## src/source/shift_add_multiplier.sv

```systemverilog
`timescale 1ns/1ps

module shift_add_multiplier #(
   parameter int DATA_WIDTH_A = 64,
   parameter int DATA_WIDTH_B = 64
) (
   input  logic                               i_clk,
   input  logic                               i_nrst,
   input  logic [DATA_WIDTH_A-1:0]            i_a,
   input  logic [DATA_WIDTH_B-1:0]            i_b,
   output logic [DATA_WIDTH_A+DATA_WIDTH_B-1:0] o_c,
   input  logic                               i_valid,
   output logic                               o_accept
);

   localparam int PROD_W = DATA_WIDTH_A + DATA_WIDTH_B;
   localparam int CNT_W  = $clog2(DATA_WIDTH_B + 1);

   logic                    busy;
   logic                    start;
   logic [CNT_W-1:0]        cnt;
   logic [PROD_W-1:0]       mcand;
   logic [DATA_WIDTH_B-1:0] mplier;
   logic [PROD_W-1:0]       acc;

   assign start = i_valid && !busy && !o_accept;

   always_ff @(posedge i_clk or negedge i_nrst) begin
      if (!i_nrst) begin
         busy     <= 1'b0;
         cnt      <= '0;
         o_accept <= 1'b0;
      end else begin
         o_accept <= 1'b0;
         if (start) begin
            busy <= 1'b1;
            cnt  <= CNT_W'(DATA_WIDTH_B);
         end else if (busy) begin
            cnt <= cnt - 1'b1;
            if (cnt == CNT_W'(1)) begin
               busy     <= 1'b0;
               o_accept <= 1'b1; // Last bit added this edge.
            end
         end
      end
   end

   // One multiplier bit per cycle.
   always_ff @(posedge i_clk) begin
      if (start) begin
         mcand  <= PROD_W'(i_a);
         mplier <= i_b;
         acc    <= '0;
      end else if (busy) begin
         if (mplier[0])
            acc <= acc + mcand;
         mcand  <= mcand << 1;
         mplier <= mplier >> 1;
      end
   end

   assign o_c = acc;

   a_a_held: assert property (@(posedge i_clk) disable iff (!i_nrst)
      busy |-> $stable(i_a));

endmodule

```

## config.mk

```make
export PLATFORM = sky130hd
export DESIGN_NAME = shift_add_multiplier
export DESIGN_NICKNAME = d
export VERILOG_FILES = /design/src/source/shift_add_multiplier.sv
export SDC_FILE = /design/constraint.sdc
export NUM_CORES = 1
export LEC_CHECK = 0
export ABC_AREA = 1
export ABC_CLOCK_PERIOD_IN_PS = 9500
export BUFFER_PORTS_ARGS = -buffer_cell sky130_fd_sc_hd__buf_4
export CAP_MARGIN = 10
export CORE_MARGIN = 2
export CORE_UTILIZATION = 35
export CTS_CLUSTER_DIAMETER = 200
export CTS_CLUSTER_SIZE = 24
export DETAILED_ROUTE_END_ITERATION = 16
export PLACE_DENSITY = 0.51
export SLEW_MARGIN = 20
export SYNTH_ARGS = -nofsm -noshare
export SYNTH_HDL_FRONTEND = slang
export SYNTH_SLANG_ARGS = --single-unit
```

## constraint.sdc

```tcl
create_clock -name i_clk -period 9.5 [get_ports i_clk]
set_input_delay 0.475 -clock i_clk [delete_from_list [all_inputs] [get_ports i_clk]]
set_output_delay 0.475 -clock i_clk [all_outputs]
set_load 0.02 [all_outputs]
```

==> out/qor.yml, run 1 <==
clock_tree:
  cts_buffer_depth: 3
  cts_tree: "yes"
  cts.sinks: 329
  cts_setup_buffers: 0
  hold_buffers: 1
  root_buffer: "clkbuf_16"
  clk_latency_ps: 600
  htreeDepth: 1
  clkSlewWorstSetupHoldPaths_ps: 130
  numCtsBuffers: 17
  cts_resized: 0
floorplan:
  coreArea_um2: 75700
  die_area_um2: 78370
  io_pins: 260
  dieWidth_um: 280.0
  die_h_um: 280.0
  initial_utilization_pct: 35.21
  num_rows: 101
finish:
  diodes: 0
  layout.cells.most_common_list: "nand2_1, inv_1, buf_4, nor2_1, dfxtp_1"
  final_common_cell: "nand2_1"
  drive_gt1_share_pct: 9.684
  fin_cells: 5718
  nets: 4993
  area_growth_pct: 12.88
  final_util_pct: 39.74
synth:
  synthSimpleGateAreaFrac_pct: 38.10
  synth_xor_area_share_pct: 1.709
  ys_seq_elements: 329
  postSynthAreaPerCell_um2: 5.886
  syn-cell-area_um2: 26650
  synth.distinct_cells: 34
  synth_warnings: 0
  seq_area_frac_synth_pct: 29.69
  netlist_instances: 4528
  synth_top_family_by_area: "simple AND/OR/NAND/NOR gates"
  synthAdderAreaFrac_pct: 6.131
  syn-num-nets: 4789
  synth.mux.area_fraction_pct: 0
  synth-compound-area-share_pct: 8.023
pwr:
  power.leakage_nw: 17.93
  p_per_area_nw_per_um2: 427.9
  seqPwrFrac_pct: 22.2
  p_clk_share_pct: 6.7
  comb_power_share_pct: 71.1
  power_switching_share_pct: 57.75
  ir_drop_uv: 188.1
  p_int_mw: 5.440
  p_sw_mw: 7.434
route:
  ant_nets: 0
  first_pass_iters: 6
  routed-via-count: 26930
  wl_per_cell_um: 18.09
  viasPerCell: 4.709
  drt-initial-drc-count: 2366
  route.detailed.drc: 0
  wirelength_um: 103500
placement:
  gp_congestion: 1.024
  dp_hpwl_um: 85340
  placed_cells: 5689
  port_buffers: 259
timing:
  rsz0062_at_grt: "no"
  max_freq_mhz: 267.9
  hold_viol: 0
  fin_crit_ps: 3733
  maxSlewViolCount: 0
  setup_viol: 0
  tightest_slew_ps: 995.4
  slew-limit-headroom_pct: 33.64
  clock_skew_ps: 32.57
  finalCritPeriodShare_pct: 39.29
  setup_tns_ps: 0
worst_setup_path:
  worstSetupPathType: "flip-flop to flip-flop"
  reg2reg_from: "busy"
  r2r_slack_ps: 5770
  cp.arrival_ps: 3940
  end_kind: "flip-flop"
  startpoint_type: "flip-flop"
  cp_max_fo: 84
  r2r.worst_path.cells: 6
  rr_endpoint: "mcand[16]"
  required_ps: 9710
  startpoint: "busy"
flow_run:
  max-cap-violations: 0
hold_path:
  hp-start: "i_a[34]"
  hold_end: "mcand[34]"
  holdCritPathClass: "input port to flip-flop"
  holdPathStages: 3
global_routing:
  grt.overflow.total: 0
  grt_use_total_pct: 25.97
  grt_pass1_wl_um: 153400
  grt_pass1_vias: 25100
  antenna_found_initial: 0
  grt_max_degree: 189
status:
  outcome: "finished clean"
flip-flops by register name, indices dropped and copies added, names as in the netlist:
name / count
busy: 1
cnt: 7
mcand: 128
mplier: 64
o_accept: 1
o_c: 128
cell families after synthesis:
| family | after synthesis |
|---|---|
| compound gates | 365 |
| simple gates | 2499 |
| buf+inv | 1153 |
| fa+ha+maj | 130 |
| flops | 329 |
| xor+xnor | 52 |
worst max-delay path, stage by stage, from the launching register on:
cell,delay (ps)
dfrtp_2,620
nor3_4,240
buf_4,680
nor2_4,10
buf_4,340
inv_6,580
buf_4,710
metal layers:
metal | wire length (µm) | up-vias | track usage [%]
li1 | - | 13910 | -
met1 | 50240 | 12160 | 38.53
met2 | 42670 | 771 | 38.90
met3 | 8305 | 88 | 4.737
met4 | 2245 | 0 | 5.430
met5 | 0 | - | 0
worst max path at each step:
stage / end / slack, ps / depth (start not counted)
6_report: mcand[16] / 5770 / 6
5_1_grt: mcand[14] / 5490 / 6
4_1_cts: mcand[23] / 5630 / 6
3_5_place_dp: mcand[21] / 5640 / 6
3_3_place_gp: mcand[19] / 5670 / 6
2_1_floorplan: mcand[0] / 5510 / 5
area by class of cell:
cell class,count,area (µm²)
Fill cell,8607,45610
Multi-Input combinational cell,3046,14410
Sequential cell,329,7914
Inverter,1069,4028
Timing Repair Buffer,269,2042
Tap cell,978,1224
Clock buffer,25,455.4
Clock inverter,2,17.52
metrics by stage:
stage / setup slack, ps / instance area [µm²] / total power, mW / hold WS [ps]
after global routing: 5488 / 30090 / 14.08 / 129.0
final: 5767 / 30090 / 12.87 / 143.7
after CTS: 5628 / 30060 / 12.82 / 111.3
after floorplan: 5507 / 26650 / 8.690 / 179.4
after global placement: 5666 / 29570 / 11.89 / 308.9
after detailed placement: 5642 / 29570 / 11.90 / 305.1
power groups by stage:
stage | clock network, mW | logic [mW] | registers [mW]
after detailed placement | 0 | 9.01 | 2.89
after CTS | 0.895 | 9.06 | 2.86
after floorplan | 0 | 5.69 | 3.00
after global routing | 0.937 | 10.2 | 2.94
final | 0.861 | 9.15 | 2.86
after global placement | 0 | 8.99 | 2.90
Yosys cell counts:
library cell	number	share of area, %
o21ai_0	132	2.5
nand3_1	153	2.9
buf_1	12	0.17
clkbuf_1	49	0.69
and2_2	3	0.084
o21a_1	1	0.028
nor2_2	51	1.2
o211ai_1	8	0.23
nand4_1	18	0.42
nor3_2	9	0.34
xnor2_1	29	0.95
nor2_4	4	0.17
a22oi_1	64	1.8
clkinv_1	5	0.070
and2_1	2	0.047
buf_2	23	0.43
nor2_1	245	3.5
nand2_2	54	1.3
inv_1	1041	15
ha_1	129	6.1
nand2_1	1910	27
nand3_2	22	0.83
nor3_1	27	0.51
o21bai_1	50	1.4
o22ai_1	1	0.023
dfxtp_1	192	14
fa_1	1	0.075
edfxtp_1	128	14
inv_2	23	0.32
dfrtp_1	9	0.85
a21o_1	1	0.028
a21oi_1	108	2.0
xor2_1	23	0.76
or2_2	1	0.023
Power figures use the tool's default switching activity.
==> inputs of run 2 (changes only) <==
--- a/config.mk
+++ b/config.mk
@@ -5,8 +5,8 @@
 export SDC_FILE = /design/constraint.sdc
 export NUM_CORES = 1
 export LEC_CHECK = 0
-export ABC_AREA = 1
-export ABC_CLOCK_PERIOD_IN_PS = 9500
+export ABC_AREA = 0
+export ABC_CLOCK_PERIOD_IN_PS = 3100
 export BUFFER_PORTS_ARGS = -buffer_cell sky130_fd_sc_hd__buf_4
 export CAP_MARGIN = 10
 export CORE_MARGIN = 2
@@ -14,7 +14,7 @@
 export CTS_CLUSTER_DIAMETER = 200
 export CTS_CLUSTER_SIZE = 24
 export DETAILED_ROUTE_END_ITERATION = 16
-export PLACE_DENSITY = 0.51
+export PLACE_DENSITY = 0.54
 export SLEW_MARGIN = 20
 export SYNTH_ARGS = -nofsm -noshare
 export SYNTH_HDL_FRONTEND = slang
==> constraint.sdc (replaced) <==
create_clock -name i_clk -period 3.1 [get_ports i_clk]
set_input_delay 0.155 -clock i_clk [delete_from_list [all_inputs] [get_ports i_clk]]
set_output_delay 0.155 -clock i_clk [all_outputs]
set_load 0.02 [all_outputs]
==> run 2 against run 1 <==
The run now ends with negative setup slack left. Register-to-register slack worse by 6500 ps. Fmax decreased by 1.3%. Sequential power increased to 2.7 times the previous value. Synthesized cell count decreased by 45%.
==> out/qor.yml, run 2 <==
status:
  outcome: "complete, but fails checks"
  violations: "negative setup slack"
floorplan:
  die_h_um: 243.4  # -13%
  num_rows: 87  # -14%
  die_area_um2: 59250  # -24%
  dieWidth_um: 243.4  # -13%
  initial_utilization_pct: 35.51  # +0.30 points
  io_pins: 260  # unchanged
  coreArea_um2: 56500  # -25%
pwr:
  total_power_mw: 33.44  # +160%
  power.leakage_nw: 14.49  # -19%
  ir_drop_uv: 513.4  # +170%
  p_per_area_nw_per_um2: 1079  # +150%
synth:
  synth.area.top_cells: "dfxtp_1, edfxtp_1, nand2_1, ha_1, a21oi_1"
  ys.flop_type: "dfxtp_1"
  seq_area_frac_synth_pct: 39.44  # +9.8 points
  ys_seq_elements: 329  # unchanged
  syn-num-nets: 2748  # -43%
  syn-cell-area_um2: 20060  # -25%
  synth.distinct_cells: 67  # +97%
  synth_commonest_cells: "nand2_1, a21oi_1, dfxtp_1, o21ai_0, ha_1"
  synth_warnings: 0  # unchanged
  yosysTopAreaCell: "dfxtp_1"
  postSynthAreaPerCell_um2: 8.066  # +37%
  netlist_instances: 2487  # -45%
  synthArstFlopShare_pct: 2.736  # unchanged
  synth_edf_count: 128  # unchanged
  synth_top_area_share_pct: 19.16  # -7.7 points
  yosysMostFrequentCell: "nand2_1"
global_routing:
  grt_pass1_vias: 21370  # -15%
  grt.overflow.total: 0  # unchanged
  grt_pass1_wl_um: 115600  # -25%
  grt_use_total_pct: 23.97  # -2.0 points
  antenna_found_initial: 1  # +1
  grt_max_degree: 107  # -43%
timing:
  tightest_slew_ps: 782.2  # -213.3 ps
  rsz0062_at_grt: "yes"
  worst_slack_ps: -682.7  # -6450 ps
  setup_viol: 74  # +74
  hold_viol: 0  # unchanged
  finalCritPeriodShare_pct: 122.0  # +83 points
  slew-limit-headroom_pct: 47.85  # +14 points
  max_freq_mhz: 264.4  # -1.3%
  maxSlewViolCount: 0  # unchanged
  clock_skew_ps: 26.57  # -5.996 ps
  fin_crit_ps: 3783  # +50.04 ps
placement:
  port_buffers: 259  # unchanged
  dp_hpwl_um: 55030  # -36%
  gp_congestion: 0.9353  # -8.7%
clock_tree:
  cts_buffer_depth: 3  # unchanged
  clkSlewWorstSetupHoldPaths_ps: 110  # -20 ps
  clk_latency_ps: 560  # -40 ps
  htreeDepth: 1  # unchanged
  cts.sinks: 329  # unchanged
  root_buffer: "clkbuf_16"
  cts_tree: "yes"
  numCtsBuffers: 17  # unchanged
route:
  first_pass_iters: 6  # unchanged
  route.detailed.drc: 0  # unchanged
  wirelength_um: 73460  # -29%
  wl_per_cell_um: 17.59  # -2.8%
  drt-initial-drc-count: 1427  # -40%
  ant_nets: 0  # unchanged
  routed-via-count: 21350  # -21%
  viasPerCell: 5.112  # +8.6%
finish:
  drive_gt1_share_pct: 34.51  # +25 points
  final_util_pct: 54.86  # +15 points
  final_common_cell: "buf_4"
  nets: 3671  # -26%
  nFillCells: 5206  # -40%
  area_growth_pct: 54.49
  layout.cells.most_common_list: "buf_4, nand2_1, a21oi_1, dfxtp_1, dlygate4sd3_1"
worst_setup_path:
  r2r_slack_ps: -680  # -6450 ps
  required_ps: 3550  # -6160 ps
  cp_max_fo: 4  # -95%
  r2r.worst_path.cells: 17  # +11
  startpoint_type: "flip-flop"
  worstSetupPathType: "flip-flop to flip-flop"
  end_kind: "flip-flop"
  reg2reg_from: "mcand[0]"
  cp.arrival_ps: 4230  # +290 ps
  rr_endpoint: "o_c[120]"
flow_run:
  max-cap-violations: 0  # unchanged
hold_path:
  holdCritPathClass: "input port to async pin"
## run 2: what timing repair did
action                     in CTS  in global routing
gates resized for setup       245                121
gates cloned                    0                  0
setup endpoints to repair      80                 93
pin swaps                     116                114
hold endpoints to repair      137                  0
buffers inserted               54                 39
hold buffers                  129                  0
## run 2: stage by stage
stage / setup WS [ps] / cells / hold slack [ps] / setup TNS, ps / instance area, µm²
floorplan: -414.6 / 2487 / -140.6 / -15600 / 20330
global placement: -717.0 / 3953 / -19.11 / -25050 / 27150
detailed placement: -751.6 / 3953 / -14.58 / -28530 / 27150
CTS: -706.4 / 4154 / 7.618 / -27430 / 30290
global route: -804.9 / 4176 / 22.71 / -33600 / 30990
finish: -682.7 / 4177 / 23.45 / -22830 / 30990
## run 2: final cells by class
type	count	area, µm²	area share, %
well taps	756	945.9	3.052
multi-input cells	1972	13040	42.07
clock inverters	2	17.52	0.05652
inverters	47	182.7	0.5894
repair buffers	1043	8416	27.15
diodes	2	5.005	0.01615
flip-flops and latches	329	7926	25.58
clock buffers	26	459.2	1.482
## run 2: worst max path at each step
stage,slack [ps],endpoint,from,cells past startpoint
2_1_floorplan,-410,o_c[127],mcand[1],14
3_3_place_gp,-720,o_c[106],mcand[29],17
3_5_place_dp,-750,o_c[127],mcand[6],14
4_1_cts,-710,o_c[127],mcand[4],15
5_1_grt,-800,o_c[127],mcand[4],15
6_report,-680,o_c[120],mcand[0],17
## run 2: worst max-delay path, stage by stage, from the launching register on
cell and delay (ps):
edfxtp_1 450, ha_4 200, fa_2 330, a21o_1 210, a221oi_4 340, buf_4 170
buf_6 100, o31a_1 170, o21ai_2 110, a21boi_2 250, o21ai_4 140, a31oi_4 290
buf_6 150, o21ai_4 70, a21o_1 260, a21oi_2 170, xor2_1 160, o21ai_1 80
## run 2: cells by family (layout without fill, tap and decap cells)
kind of cell / count (synthesis) / count (layout) / synth area share (%)
adders and majority gates: 130 / 130 / 8.146
DFF: 329 / 329 / 39.44
xor gates and xnor gates: 123 / 123 / 5.370
buffers and inverters: 186 / 1118 / 3.568
and+or+nand+nor: 986 / 986 / 20.62
other: 0 / 2 / 0
AOI/OAI and AO/OA: 733 / 733 / 22.85
## run 2: per-layer routing
metal	wire, µm	GRT usage, %	up-vias
met5	0	0	-
li1	-	-	10620
met2	35120	41.39	476
met4	2123	6.297	0
met1	33540	31.97	10140
met3	2673	2.313	112
## run 2: where the power goes
group	switching (mW)	internal, mW	total, mW
clock network	1.52	1.05	2.57
logic	12.0	11.2	23.1
registers	1.18	6.56	7.74
total	14.7	18.8	33.4
